[src/hdl/vga_pkg.sv]
// Video timing constants for 800x600 and the pixel bus struct.

`default_nettype none

package vga_pkg;

    //////////////////////////////////////////////////
    // 800x600 at 60 Hz, 40 MHz pixel clock.
    //////////////////////////////////////////////////

    // Visible area.
    localparam int hor_pixels = 800;
    localparam int ver_pixels = 600;

    // Horizontal line, in pixel clocks.
    localparam int hor_total      = 1056;
    localparam int hor_sync_start = 840;
    localparam int hor_sync_end   = 968;   // First pixel after the pulse.

    // Vertical frame, in lines.
    localparam int ver_total      = 628;
    localparam int ver_sync_start = 601;
    localparam int ver_sync_end   = 605;   // First line after the pulse.

    //////////////////////////////////////////////////
    // Pixel bus, one pixel per clock.
    //////////////////////////////////////////////////

    // Sync polarity is positive for this mode.
    typedef struct packed {
        logic [10:0] hcount;
        logic [10:0] vcount;
        logic        hsync;
        logic        hblnk;
        logic        vsync;
        logic        vblnk;
        logic [11:0] rgb;     // 4 bits each of red, green, blue.
    } vga_bus_t;

endpackage

`default_nettype wire

[src/hdl/game_pkg.sv]
// Game state and class encodings, button geometry, colours and click cooldown.

`default_nettype none

package game_pkg;

    //////////////////////////////////////////////////
    // Encodings.
    //////////////////////////////////////////////////

    typedef enum logic [1:0] {
        st_menu = 2'd0,
        st_play = 2'd1,
        st_over = 2'd2
    } game_state_t;

    // Zero means no class chosen yet.
    typedef logic [1:0] char_class_t;

    //////////////////////////////////////////////////
    // Button geometry and timing.
    //////////////////////////////////////////////////

    // Centred horizontally, a third of the way down.
    localparam int btn_x     = 337;
    localparam int btn_y     = 175;
    localparam int btn_w     = 125;
    localparam int btn_h     = 75;
    localparam int btn_frame = 2;       // Frame width, also the corner size.

    localparam int click_cooldown = 20; // Clock cycles.

    //////////////////////////////////////////////////
    // Colours, 12-bit RGB.
    //////////////////////////////////////////////////

    localparam logic [11:0] col_sky         = 12'h48f;
    localparam logic [11:0] col_ground      = 12'h6a3;
    localparam int          ground_line     = 450;
    localparam logic [11:0] col_frame       = 12'hfff;
    localparam logic [11:0] col_start       = 12'h0c0;
    localparam logic [11:0] col_again       = 12'hf80;
    localparam logic [11:0] col_transparent = 12'h000;

endpackage

`default_nettype wire

[src/hdl/vga_timing.sv]
// VGA timing generator with registered counters, syncs and blanking.

`timescale 1ns/1ps
`default_nettype none

module vga_timing
    import vga_pkg::*;
(
    input  logic     clk,
    input  logic     rst,
    output vga_bus_t vga
);

    //////////////////////////////////////////////////
    // Next counter values.
    //////////////////////////////////////////////////

    logic [10:0] hcount_nxt;
    logic [10:0] vcount_nxt;

    always_comb begin
        hcount_nxt = vga.hcount + 11'd1;
        vcount_nxt = vga.vcount;
        if (vga.hcount == 11'(hor_total - 1)) begin
            hcount_nxt = 11'd0;
            // End of line, step the line counter.
            if (vga.vcount == 11'(ver_total - 1)) begin
                vcount_nxt = 11'd0;
            end else begin
                vcount_nxt = vga.vcount + 11'd1;
            end
        end
    end

    //////////////////////////////////////////////////
    // Registered outputs.
    //////////////////////////////////////////////////

    // Syncs and blanking come from the next counts, so they line up
    // with the registered counters.
    always_ff @(posedge clk or posedge rst) begin
        if (rst) begin
            vga <= '0;
        end else begin
            vga.hcount <= hcount_nxt;
            vga.vcount <= vcount_nxt;
            vga.hsync  <= (hcount_nxt >= 11'(hor_sync_start)) &&
                          (hcount_nxt <  11'(hor_sync_end));
            vga.hblnk  <= (hcount_nxt >= 11'(hor_pixels));
            vga.vsync  <= (vcount_nxt >= 11'(ver_sync_start)) &&
                          (vcount_nxt <  11'(ver_sync_end));
            vga.vblnk  <= (vcount_nxt >= 11'(ver_pixels));
            vga.rgb    <= 12'h000;             // Painted downstream.
        end
    end

    //////////////////////////////////////////////////
    // Checks.
    //////////////////////////////////////////////////

    // Line wrap must happen before the counter leaves the line.
    hcount_in_line: assert property (
        @(posedge clk) disable iff (rst) vga.hcount < 11'(hor_total)
    ) else $error("hcount reached hor_total");

endmodule

`default_nettype wire

[src/hdl/draw_background.sv]
// Background painter, sky above the ground line and ground below.

`timescale 1ns/1ps
`default_nettype none

module draw_background
    import vga_pkg::*;
    import game_pkg::*;
(
    input  logic     clk,
    input  logic     rst,
    input  vga_bus_t vga_in,
    output vga_bus_t vga_out
);

    logic [11:0] rgb_nxt;

    always_comb begin
        if (vga_in.hblnk || vga_in.vblnk) begin
            rgb_nxt = 12'h000;                  // Black in blanking.
        end else if (vga_in.vcount < 11'(ground_line)) begin
            rgb_nxt = col_sky;
        end else begin
            rgb_nxt = col_ground;
        end
    end

    // One stage, whole bus moves together.
    always_ff @(posedge clk or posedge rst) begin
        if (rst) begin
            vga_out <= '0;
        end else begin
            vga_out     <= vga_in;
            vga_out.rgb <= rgb_nxt;
        end
    end

endmodule

`default_nettype wire

[src/hdl/button_sprite.sv]
// Rule-based button art, framed box with rounded corners in two kinds.

`timescale 1ns/1ps
`default_nettype none

module button_sprite
    import game_pkg::*;
(
    input  logic [6:0]  rel_x,
    input  logic [6:0]  rel_y,
    input  logic        again,
    output logic [11:0] color
);

    logic edge_x;
    logic edge_y;
    logic corner;
    logic frame;

    // Near the left or right border.
    assign edge_x = (rel_x < 7'(btn_frame)) || (rel_x >= 7'(btn_w - btn_frame));

    // Near the top or bottom border.
    assign edge_y = (rel_y < 7'(btn_frame)) || (rel_y >= 7'(btn_h - btn_frame));

    assign corner = edge_x && edge_y;
    assign frame  = edge_x || edge_y;

    always_comb begin
        if (corner) begin
            color = col_transparent;            // Rounds the corners off.
        end else if (frame) begin
            color = col_frame;
        end else if (again) begin
            color = col_again;
        end else begin
            color = col_start;
        end
    end

endmodule

`default_nettype wire

[src/hdl/game_screen.sv]
// Start and again button overlay with qualified click detection.

`timescale 1ns/1ps
`default_nettype none

module game_screen
    import vga_pkg::*;
    import game_pkg::*;
(
    input  logic        clk,
    input  logic        rst,
    input  game_state_t game_state,
    input  char_class_t char_class,
    input  char_class_t player_2_class,
    input  logic        player_2_data_valid,
    input  logic        mouse_clicked,
    input  logic [11:0] mouse_x,
    input  logic [11:0] mouse_y,
    output logic        game_start,
    input  vga_bus_t    vga_in,
    output vga_bus_t    vga_out
);

    //////////////////////////////////////////////////
    // Button overlay.
    //////////////////////////////////////////////////

    logic        pix_in_rect;
    logic [6:0]  rel_x;
    logic [6:0]  rel_y;
    logic [11:0] sprite_color;
    logic        show_btn;
    logic [11:0] rgb_nxt;

    assign pix_in_rect = (vga_in.hcount >= 11'(btn_x)) &&
                         (vga_in.hcount <  11'(btn_x + btn_w)) &&
                         (vga_in.vcount >= 11'(btn_y)) &&
                         (vga_in.vcount <  11'(btn_y + btn_h));

    // Only meaningful inside the rectangle.
    assign rel_x = 7'(vga_in.hcount - 11'(btn_x));
    assign rel_y = 7'(vga_in.vcount - 11'(btn_y));

    button_sprite sprite_i (
        .rel_x (rel_x),
        .rel_y (rel_y),
        .again (game_state == st_over),
        .color (sprite_color)
    );

    assign show_btn = (game_state != st_play) && pix_in_rect &&
                      (sprite_color != col_transparent);
    assign rgb_nxt  = show_btn ? sprite_color : vga_in.rgb;

    always_ff @(posedge clk or posedge rst) begin
        if (rst) begin
            vga_out <= '0;
        end else begin
            vga_out     <= vga_in;
            vga_out.rgb <= rgb_nxt;
        end
    end

    //////////////////////////////////////////////////
    // Click detection.
    //////////////////////////////////////////////////

    logic                                  mouse_in_rect;
    logic                                  classes_ok;
    logic                                  click_ok;
    logic [$clog2(click_cooldown + 1)-1:0] cooldown;

    assign mouse_in_rect = (mouse_x >= 12'(btn_x)) && (mouse_x < 12'(btn_x + btn_w)) &&
                           (mouse_y >= 12'(btn_y)) && (mouse_y < 12'(btn_y + btn_h));

    // Player 2 must pick a different class when present.
    assign classes_ok = (char_class != '0) &&
                        (!player_2_data_valid ||
                         ((player_2_class != '0) && (player_2_class != char_class)));

    assign click_ok = mouse_clicked && mouse_in_rect && (cooldown == '0) &&
                      ((game_state == st_over) || ((game_state == st_menu) && classes_ok));

    always_ff @(posedge clk or posedge rst) begin
        if (rst) begin
            game_start <= 1'b0;
            cooldown   <= '0;
        end else begin
            game_start <= click_ok;
            if (click_ok) begin
                cooldown <= ($clog2(click_cooldown + 1))'(click_cooldown);
            end else if (cooldown != '0) begin
                cooldown <= cooldown - 1'b1;
            end
        end
    end

    // The cooldown keeps a start to a single cycle.
    start_one_cycle: assert property (
        @(posedge clk) disable iff (rst) game_start |=> !game_start
    ) else $error("game_start held for two cycles");

    // The controller is never in play while a start is pending.
    start_not_in_play: assert property (
        @(posedge clk) disable iff (rst) game_start |-> (game_state != st_play)
    ) else $error("game_start raised in st_play");

endmodule

`default_nettype wire

[src/hdl/game_state_ctrl.sv]
// Game state FSM for menu, play and game-over.

`timescale 1ns/1ps
`default_nettype none

module game_state_ctrl
    import game_pkg::*;
(
    input  logic        clk,
    input  logic        rst,
    input  logic        game_start,
    input  logic        round_lost,
    output game_state_t game_state
);

    game_state_t state_nxt;

    //////////////////////////////////////////////////
    // Next state.
    //////////////////////////////////////////////////

    always_comb begin
        state_nxt = game_state;
        unique case (game_state)
            st_menu: begin
                if (game_start) begin
                    state_nxt = st_play;
                end
            end
            st_play: begin
                if (round_lost) begin
                    state_nxt = st_over;
                end
            end
            st_over: begin
                // Back to class selection.
                if (game_start) begin
                    state_nxt = st_menu;
                end
            end
            default: state_nxt = st_menu;
        endcase
    end

    always_ff @(posedge clk or posedge rst) begin
        if (rst) begin
            game_state <= st_menu;
        end else begin
            game_state <= state_nxt;
        end
    end

    legal_state: assert property (
        @(posedge clk) disable iff (rst) game_state != 2'd3
    ) else $error("Illegal game state encoding");

endmodule

`default_nettype wire

[src/hdl/game_top.sv]
// Top level of the menu layer, timing, background, button screen and FSM.

`timescale 1ns/1ps
`default_nettype none

module game_top
    import vga_pkg::*;
    import game_pkg::*;
(
    input  logic        clk,
    input  logic        rst,
    input  logic        mouse_clicked,
    input  logic        round_lost,
    input  logic        player_2_data_valid,
    input  logic [11:0] mouse_x,
    input  logic [11:0] mouse_y,
    input  char_class_t char_class,
    input  char_class_t player_2_class,
    output vga_bus_t    vga,
    output game_state_t game_state
);

    vga_bus_t vga_tim;   // Counters and syncs only.
    vga_bus_t vga_bg;    // Background painted.
    logic     game_start;

    //////////////////////////////////////////////////
    // Pixel path.
    //////////////////////////////////////////////////

    vga_timing timing_i (
        .clk (clk),
        .rst (rst),
        .vga (vga_tim)
    );

    draw_background background_i (
        .clk     (clk),
        .rst     (rst),
        .vga_in  (vga_tim),
        .vga_out (vga_bg)
    );

    game_screen screen_i (
        .clk                 (clk),
        .rst                 (rst),
        .game_state          (game_state),
        .char_class          (char_class),
        .player_2_class      (player_2_class),
        .player_2_data_valid (player_2_data_valid),
        .mouse_clicked       (mouse_clicked),
        .mouse_x             (mouse_x),
        .mouse_y             (mouse_y),
        .game_start          (game_start),
        .vga_in              (vga_bg),
        .vga_out             (vga)
    );

    // Game flow.
    game_state_ctrl ctrl_i (
        .clk        (clk),
        .rst        (rst),
        .game_start (game_start),
        .round_lost (round_lost),
        .game_state (game_state)
    );

endmodule

`default_nettype wire

[config.mk]
export PLATFORM = sky130hd
export DESIGN_NAME = game_top
export DESIGN_NICKNAME = d
export VERILOG_FILES = /design/src/hdl/vga_pkg.sv /design/src/hdl/game_pkg.sv /design/src/hdl/vga_timing.sv /design/src/hdl/draw_background.sv /design/src/hdl/button_sprite.sv /design/src/hdl/game_screen.sv /design/src/hdl/game_state_ctrl.sv /design/src/hdl/game_top.sv
export SDC_FILE = /design/constraint.sdc
export NUM_CORES = 1
export LEC_CHECK = 0
export BUFFER_PORTS_ARGS = -buffer_cell sky130_fd_sc_hd__clkbuf_2
export CAP_MARGIN = 30
export CORE_ASPECT_RATIO = 0.7
export CORE_MARGIN = 5
export CORE_UTILIZATION = 52
export CTS_BUF_LIST = sky130_fd_sc_hd__clkbuf_2 sky130_fd_sc_hd__clkbuf_4 sky130_fd_sc_hd__clkbuf_8
export DETAILED_ROUTE_END_ITERATION = 6
export PLACE_DENSITY = 0.85
export SLEW_MARGIN = 20
export SYNTH_ARGS = -nofsm -noshare
export SYNTH_HDL_FRONTEND = slang
export SYNTH_SLANG_ARGS = --single-unit
[constraint.sdc]
create_clock -name clk -period 2.83 [get_ports clk]
set_input_delay 0.1415 -clock clk [delete_from_list [all_inputs] [get_ports clk]]
set_output_delay 0.1415 -clock clk [all_outputs]
set_load 0.005 [all_outputs]
==> tab_implementation.tex <==
\begin{tabular}{lr}
\hline
Metric & Value \\
\hline
\multicolumn{2}{l}{\textbf{Run status}} \\
\quad Status & complete, but fails checks \\
\quad Violations in the final reports & negative setup slack \\
\multicolumn{2}{l}{\textbf{Synthesis}} \\
\quad Top cells by instance count after synthesis & sky130\_fd\_sc\_hd\_\_dfrtp\_1 (98), sky130\_fd\_sc\_hd\_\_o21ai\_0 (23), sky130\_fd\_sc\_hd\_\_inv\_1 (22) \\
\quad Number of distinct standard cells referenced by the synthesized netlist & 64 \\
\quad Area share of the leading cell type in the synthesized netlist & about three fifths \\
\quad Flops \& latches, synth & slightly below 100 \\
\quad Area of the mapped netlist & roughly 4200 µm² \\
\quad Prevailing post-synth register cell & sky130\_fd\_sc\_hd\_\_dfrtp\_1 \\
\quad Sequential cell area fraction in the yosys report & 58.1\% \\
\quad Library cell with the largest summed area after synthesis & sky130\_fd\_sc\_hd\_\_dfrtp\_1 \\
\quad Count of mapped cells out of synthesis & 368 \\
\quad Top cells by area, synth & sky130\_fd\_sc\_hd\_\_dfrtp\_1 (58\%), sky130\_fd\_sc\_hd\_\_ha\_1 (3.0\%), sky130\_fd\_sc\_hd\_\_o21ai\_0 (2.7\%), sky130\_fd\_sc\_hd\_\_xor2\_1 (2.5\%), sky130\_fd\_sc\_hd\_\_nand3\_1 (2.0\%) \\
\quad Fraction of synthesis flops using an asynchronous set or reset pin & 100\% \\
\quad Most used standard cell by instance count after synthesis & sky130\_fd\_sc\_hd\_\_dfrtp\_1 \\
\quad YS warnings & 0 \\
\quad Net Count, Synth & 411 \\
\quad Average size of a mapped cell & 11.5 µm² \\
\quad Number of enable-type register cells in the synthesized netlist & 0 \\
\multicolumn{2}{l}{\textbf{Worst setup path}} \\
\quad Delay of the slowest critical-path stage & roughly 430 ps \\
\quad Critical path cell sequence & buf\_6 > inv\_1 > ha\_1 > nor2\_2 > a31oi\_1 > o21ai\_2 > o21ai\_2 > ha\_2 > or4\_4 > nor3\_4 > nor2b\_4 > buf\_4 > mux2i\_1 \\
\quad Required time of the critical path & 3120 ps \\
\quad Kind of capture point of the worst setup path & register \\
\quad Worst setup path class & register to register \\
\quad Cell at the slowest stage of the critical path & sky130\_fd\_sc\_hd\_\_or4\_4 \\
\quad Data arrival time of the critical path & 3200 ps \\
\quad Number of buffer and inverter stages on the critical path & 3 \\
\quad Crit-path leading delay family & simple AND/OR/NAND/NOR gates \\
\quad Crit path launch type & register \\
\quad Most frequent cell on the critical path & sky130\_fd\_sc\_hd\_\_o21ai\_2 \\
\quad Highest fanout seen on the critical path & 7 \\
\multicolumn{2}{l}{\textbf{Pwr}} \\
\quad Sw Pwr & 627 µW \\
\quad Switching Fraction & 24.2\% \\
\quad Combinational fraction of design power & 7.7\% \\
\quad Portion of total power attributed to the clock network & between 30\% and 40\% \\
\quad Worst IR Drop VDD & 0.287 mV \\
\quad Leakage power & 0.00245 µW \\
\quad Power Density & 506 nW/µm² \\
\quad Sequential Power Share & between 50\% and 60\% \\
\quad Internal portion of total power & 1960 µW \\
\multicolumn{2}{l}{\textbf{Cells and area}} \\
\quad Final antenna diode count & 0 \\
\quad \# fillers & 572 \\
\quad Combined area of the multi-input logic cells & 1700 µm² \\
\quad Layout Cell Area excl Fill & 5120 µm² \\
\quad Ratio of cells with drive above 1 in the final layout & between 30\% and 40\% \\
\quad Number of nets in the layout & 503 \\
\quad Storage element area & $\sim$2500 µm² \\
\quad Layout overhead on the synthesized area & 21.3\% \\
\multicolumn{2}{l}{\textbf{Routing}} \\
\quad DR WL/cell & 17.0 µm \\
\quad Final wirelength & 9.61 mm \\
\quad Initial drt markers & 390 \\
\quad Number of detailed-routing iterations run before antenna repair & 6 \\
\quad Number of design rule violations left after detail routing & 0 \\
\quad Total via count in the routed design & $\sim$3300 \\
\quad Post-detailed-route via-to-cell ratio & 5.75 \\
\quad Antenna-violating nets left & 0 \\
\multicolumn{2}{l}{\textbf{Floorplanning}} \\
\quad Floorplan die area & 10000 µm² \\
\quad Standard cell core area & 7870 µm² \\
\quad Chip Width & 118 µm \\
\quad Placement row count & 27 \\
\quad I/O pin cnt & 73 \\
\quad Die Height & 85.4 µm \\
\quad Starting utilization of the core area & between 50\% and 60\% \\
\multicolumn{2}{l}{\textbf{STA}} \\
\quad Count of endpoints failing setup in the final report & 4 \\
\quad Crit share post-route & 103\% \\
\quad Max-Slew Margin vs Limit & 66.8\% \\
\quad Final hold viol count & 0 \\
\quad Achievable frequency & 344 MHz \\
\quad Post-layout min period & between 2000 and 3000 ps \\
\quad Worst Skew & 11.3 ps \\
\quad Setup WS post-layout & -79.3 ps \\
\quad Worst hold slack after final layout & 50.9 ps \\
\quad Measured slew at the worst slew-check pin & 498 ps \\
\quad Max-slew violation count & 0 \\
\quad RSZ-0062 raised after global routing & true \\
\multicolumn{2}{l}{\textbf{GRT}} \\
\quad First-pass GRT wire length & 15.4 mm \\
\quad Pin count of the biggest net entering global routing & 54 \\
\quad Number of global-route vias before repair & 3223 \\
\quad Sum of overflow across all layers after global routing & 0 \\
\quad All-Layer GR Usage & about a fifth \\
\quad Number of antenna violations at the first check in global routing & 0 \\
\multicolumn{2}{l}{\textbf{Placed design}} \\
\quad Number of I/O port buffers & 72 \\
\quad Instance area after placement & 4690 µm² \\
\quad Post-detail-place hpwl & 6.34 mm \\
\quad Final RePlAce weighted congestion & just under 0.9 \\
\multicolumn{2}{l}{\textbf{Clock network}} \\
\quad CTS Root Buffer Type & sky130\_fd\_sc\_hd\_\_clkbuf\_8 \\
\quad Insertion delay of the later-clocked pin in the worst-skew pair & about 370 ps \\
\quad Largest buffer count on any clock path & 2 \\
\quad Clock Pin Slew Worst Setup and Hold Paths & $\sim$100 ps \\
\quad CTS tree & done \\
\quad H-tree Lvls & 3 \\
\quad CTS Sinks & 98 \\
\quad Num CTS Buffers & 9 \\
\multicolumn{2}{l}{\textbf{Run}} \\
\quad Max capacitance violation total & 0 \\
\multicolumn{2}{l}{\textbf{Min path}} \\
\quad Path category of the worst min-delay check & input port to register \\
\hline
\end{tabular}
-- worst paths after layout --
path	to	slack, ps	depth (start not counted)	from
worst max-delay path	screen_i.vga_out[7]$_DFF_PP0_	-80	13	background_i.vga_out[17]$_DFF_PP0_
worst min-delay path	ctrl_i.game_state[1]$_DFFE_PP0P_	50	3	round_lost
worst max register to register	screen_i.vga_out[7]$_DFF_PP0_	-80	13	background_i.vga_out[17]$_DFF_PP0_
worst min register to register	screen_i.vga_out[13]$_DFF_PP0_	360	0	background_i.vga_out[13]$_DFF_PP0_
max in group asynchronous	screen_i.vga_out[14]$_DFF_PP0_	1770	4	rst
min in group asynchronous	background_i.vga_out[14]$_DFF_PP0_	360	3	rst
-- logic make-up after synthesis --
kind of cell               after synthesis  share of synthesized area (%)
DFF                                     98                           58.1
muxes                                    4                           1.01
and+or+nand+nor                        125                           17.2
adders and majority gates               10                           2.97
buffers and inverters                   34                           4.30
xor gates and xnor gates                22                           4.75
AOI/OAI and AO/OA                       75                           11.7
-- through the flow --
step	setup slack [ps]	setup TNS (ps)	std cells	util [%]	power, µW
2_1_floorplan	-12.5	-12.5	368	-	1610
3_3_place_gp	77.6	0	538	59.6	1650
6_report	-79.3	-177	566	65.0	2590
5_1_grt	-178	-1150	566	65.0	2690
3_5_place_dp	-88.4	-174	538	59.6	1670
4_1_cts	6.49	0	559	63.3	2600
-- tightest hold or removal path: cells and delay by family --
family | cells | cell delay [ps]
buffers and inverters | 1 | 90
AOI/OAI and AO/OA | 1 | 80
and+or+nand+nor | 1 | 70
-- final cells by class --
class | instances | share of cell area [%]
Multi-Input combinational cell | 236 | 33.2
Timing Repair Buffer | 93 | 10.6
Sequential cell | 98 | 47.9
Tap cell | 101 | 2.47
Clock inverter | 6 | 1.42
Inverter | 22 | 1.64
Clock buffer | 10 | 2.69
-- flip-flops by register name (all words and copies together) (netlist names) --
signal / flops
timing_i.vga: 26
background_i.vga_out: 29
screen_i.vga_out: 35
screen_i.cooldown: 5
screen_i.game_start: 1
ctrl_i.game_state: 2
-- power by group through the flow --
stage	registers, µW	logic, µW	clock network [µW]
detailed placement	1480	193	0
global route	1450	224	1010
finish	1450	200	937
CTS	1450	196	951
floorplan	1470	134	0
global placement	1480	177	0
-- repair_timing --
action                     in CTS  in global routing
hold buffers                    1                  0
hold endpoints to repair       51                  0
buffers inserted                4                  6
setup endpoints to repair       6                  9
resized for setup               9                 15
pin swaps                       2                  6
gates cloned                    0                  0
-- layout by cell type (no fill, tap or decap), drive strengths merged, types with 7 or more instances in the layout --
master and n:
a21oi 16, and3 7, buf 20, clkbuf 82
dfrtp 98, ha 10, inv 23, nand2 19
nand3 17, nand4 8, nor2 19, nor3 10
nor4 7, o21ai 23, or3 8, xnor2 10
xor2 12
-- per-layer routing --
layer  global-route usage [%]  vias up  part of all wire (%)
li1                         -     1501                     -
met1                     23.8     1577                    42
met2                     30.1      149                    49
met3                     6.06       26                   7.3
met4                     6.98        0                   2.2
met5                        0        -                     0
No activity file was read; power rests on OpenSTA's default activity.
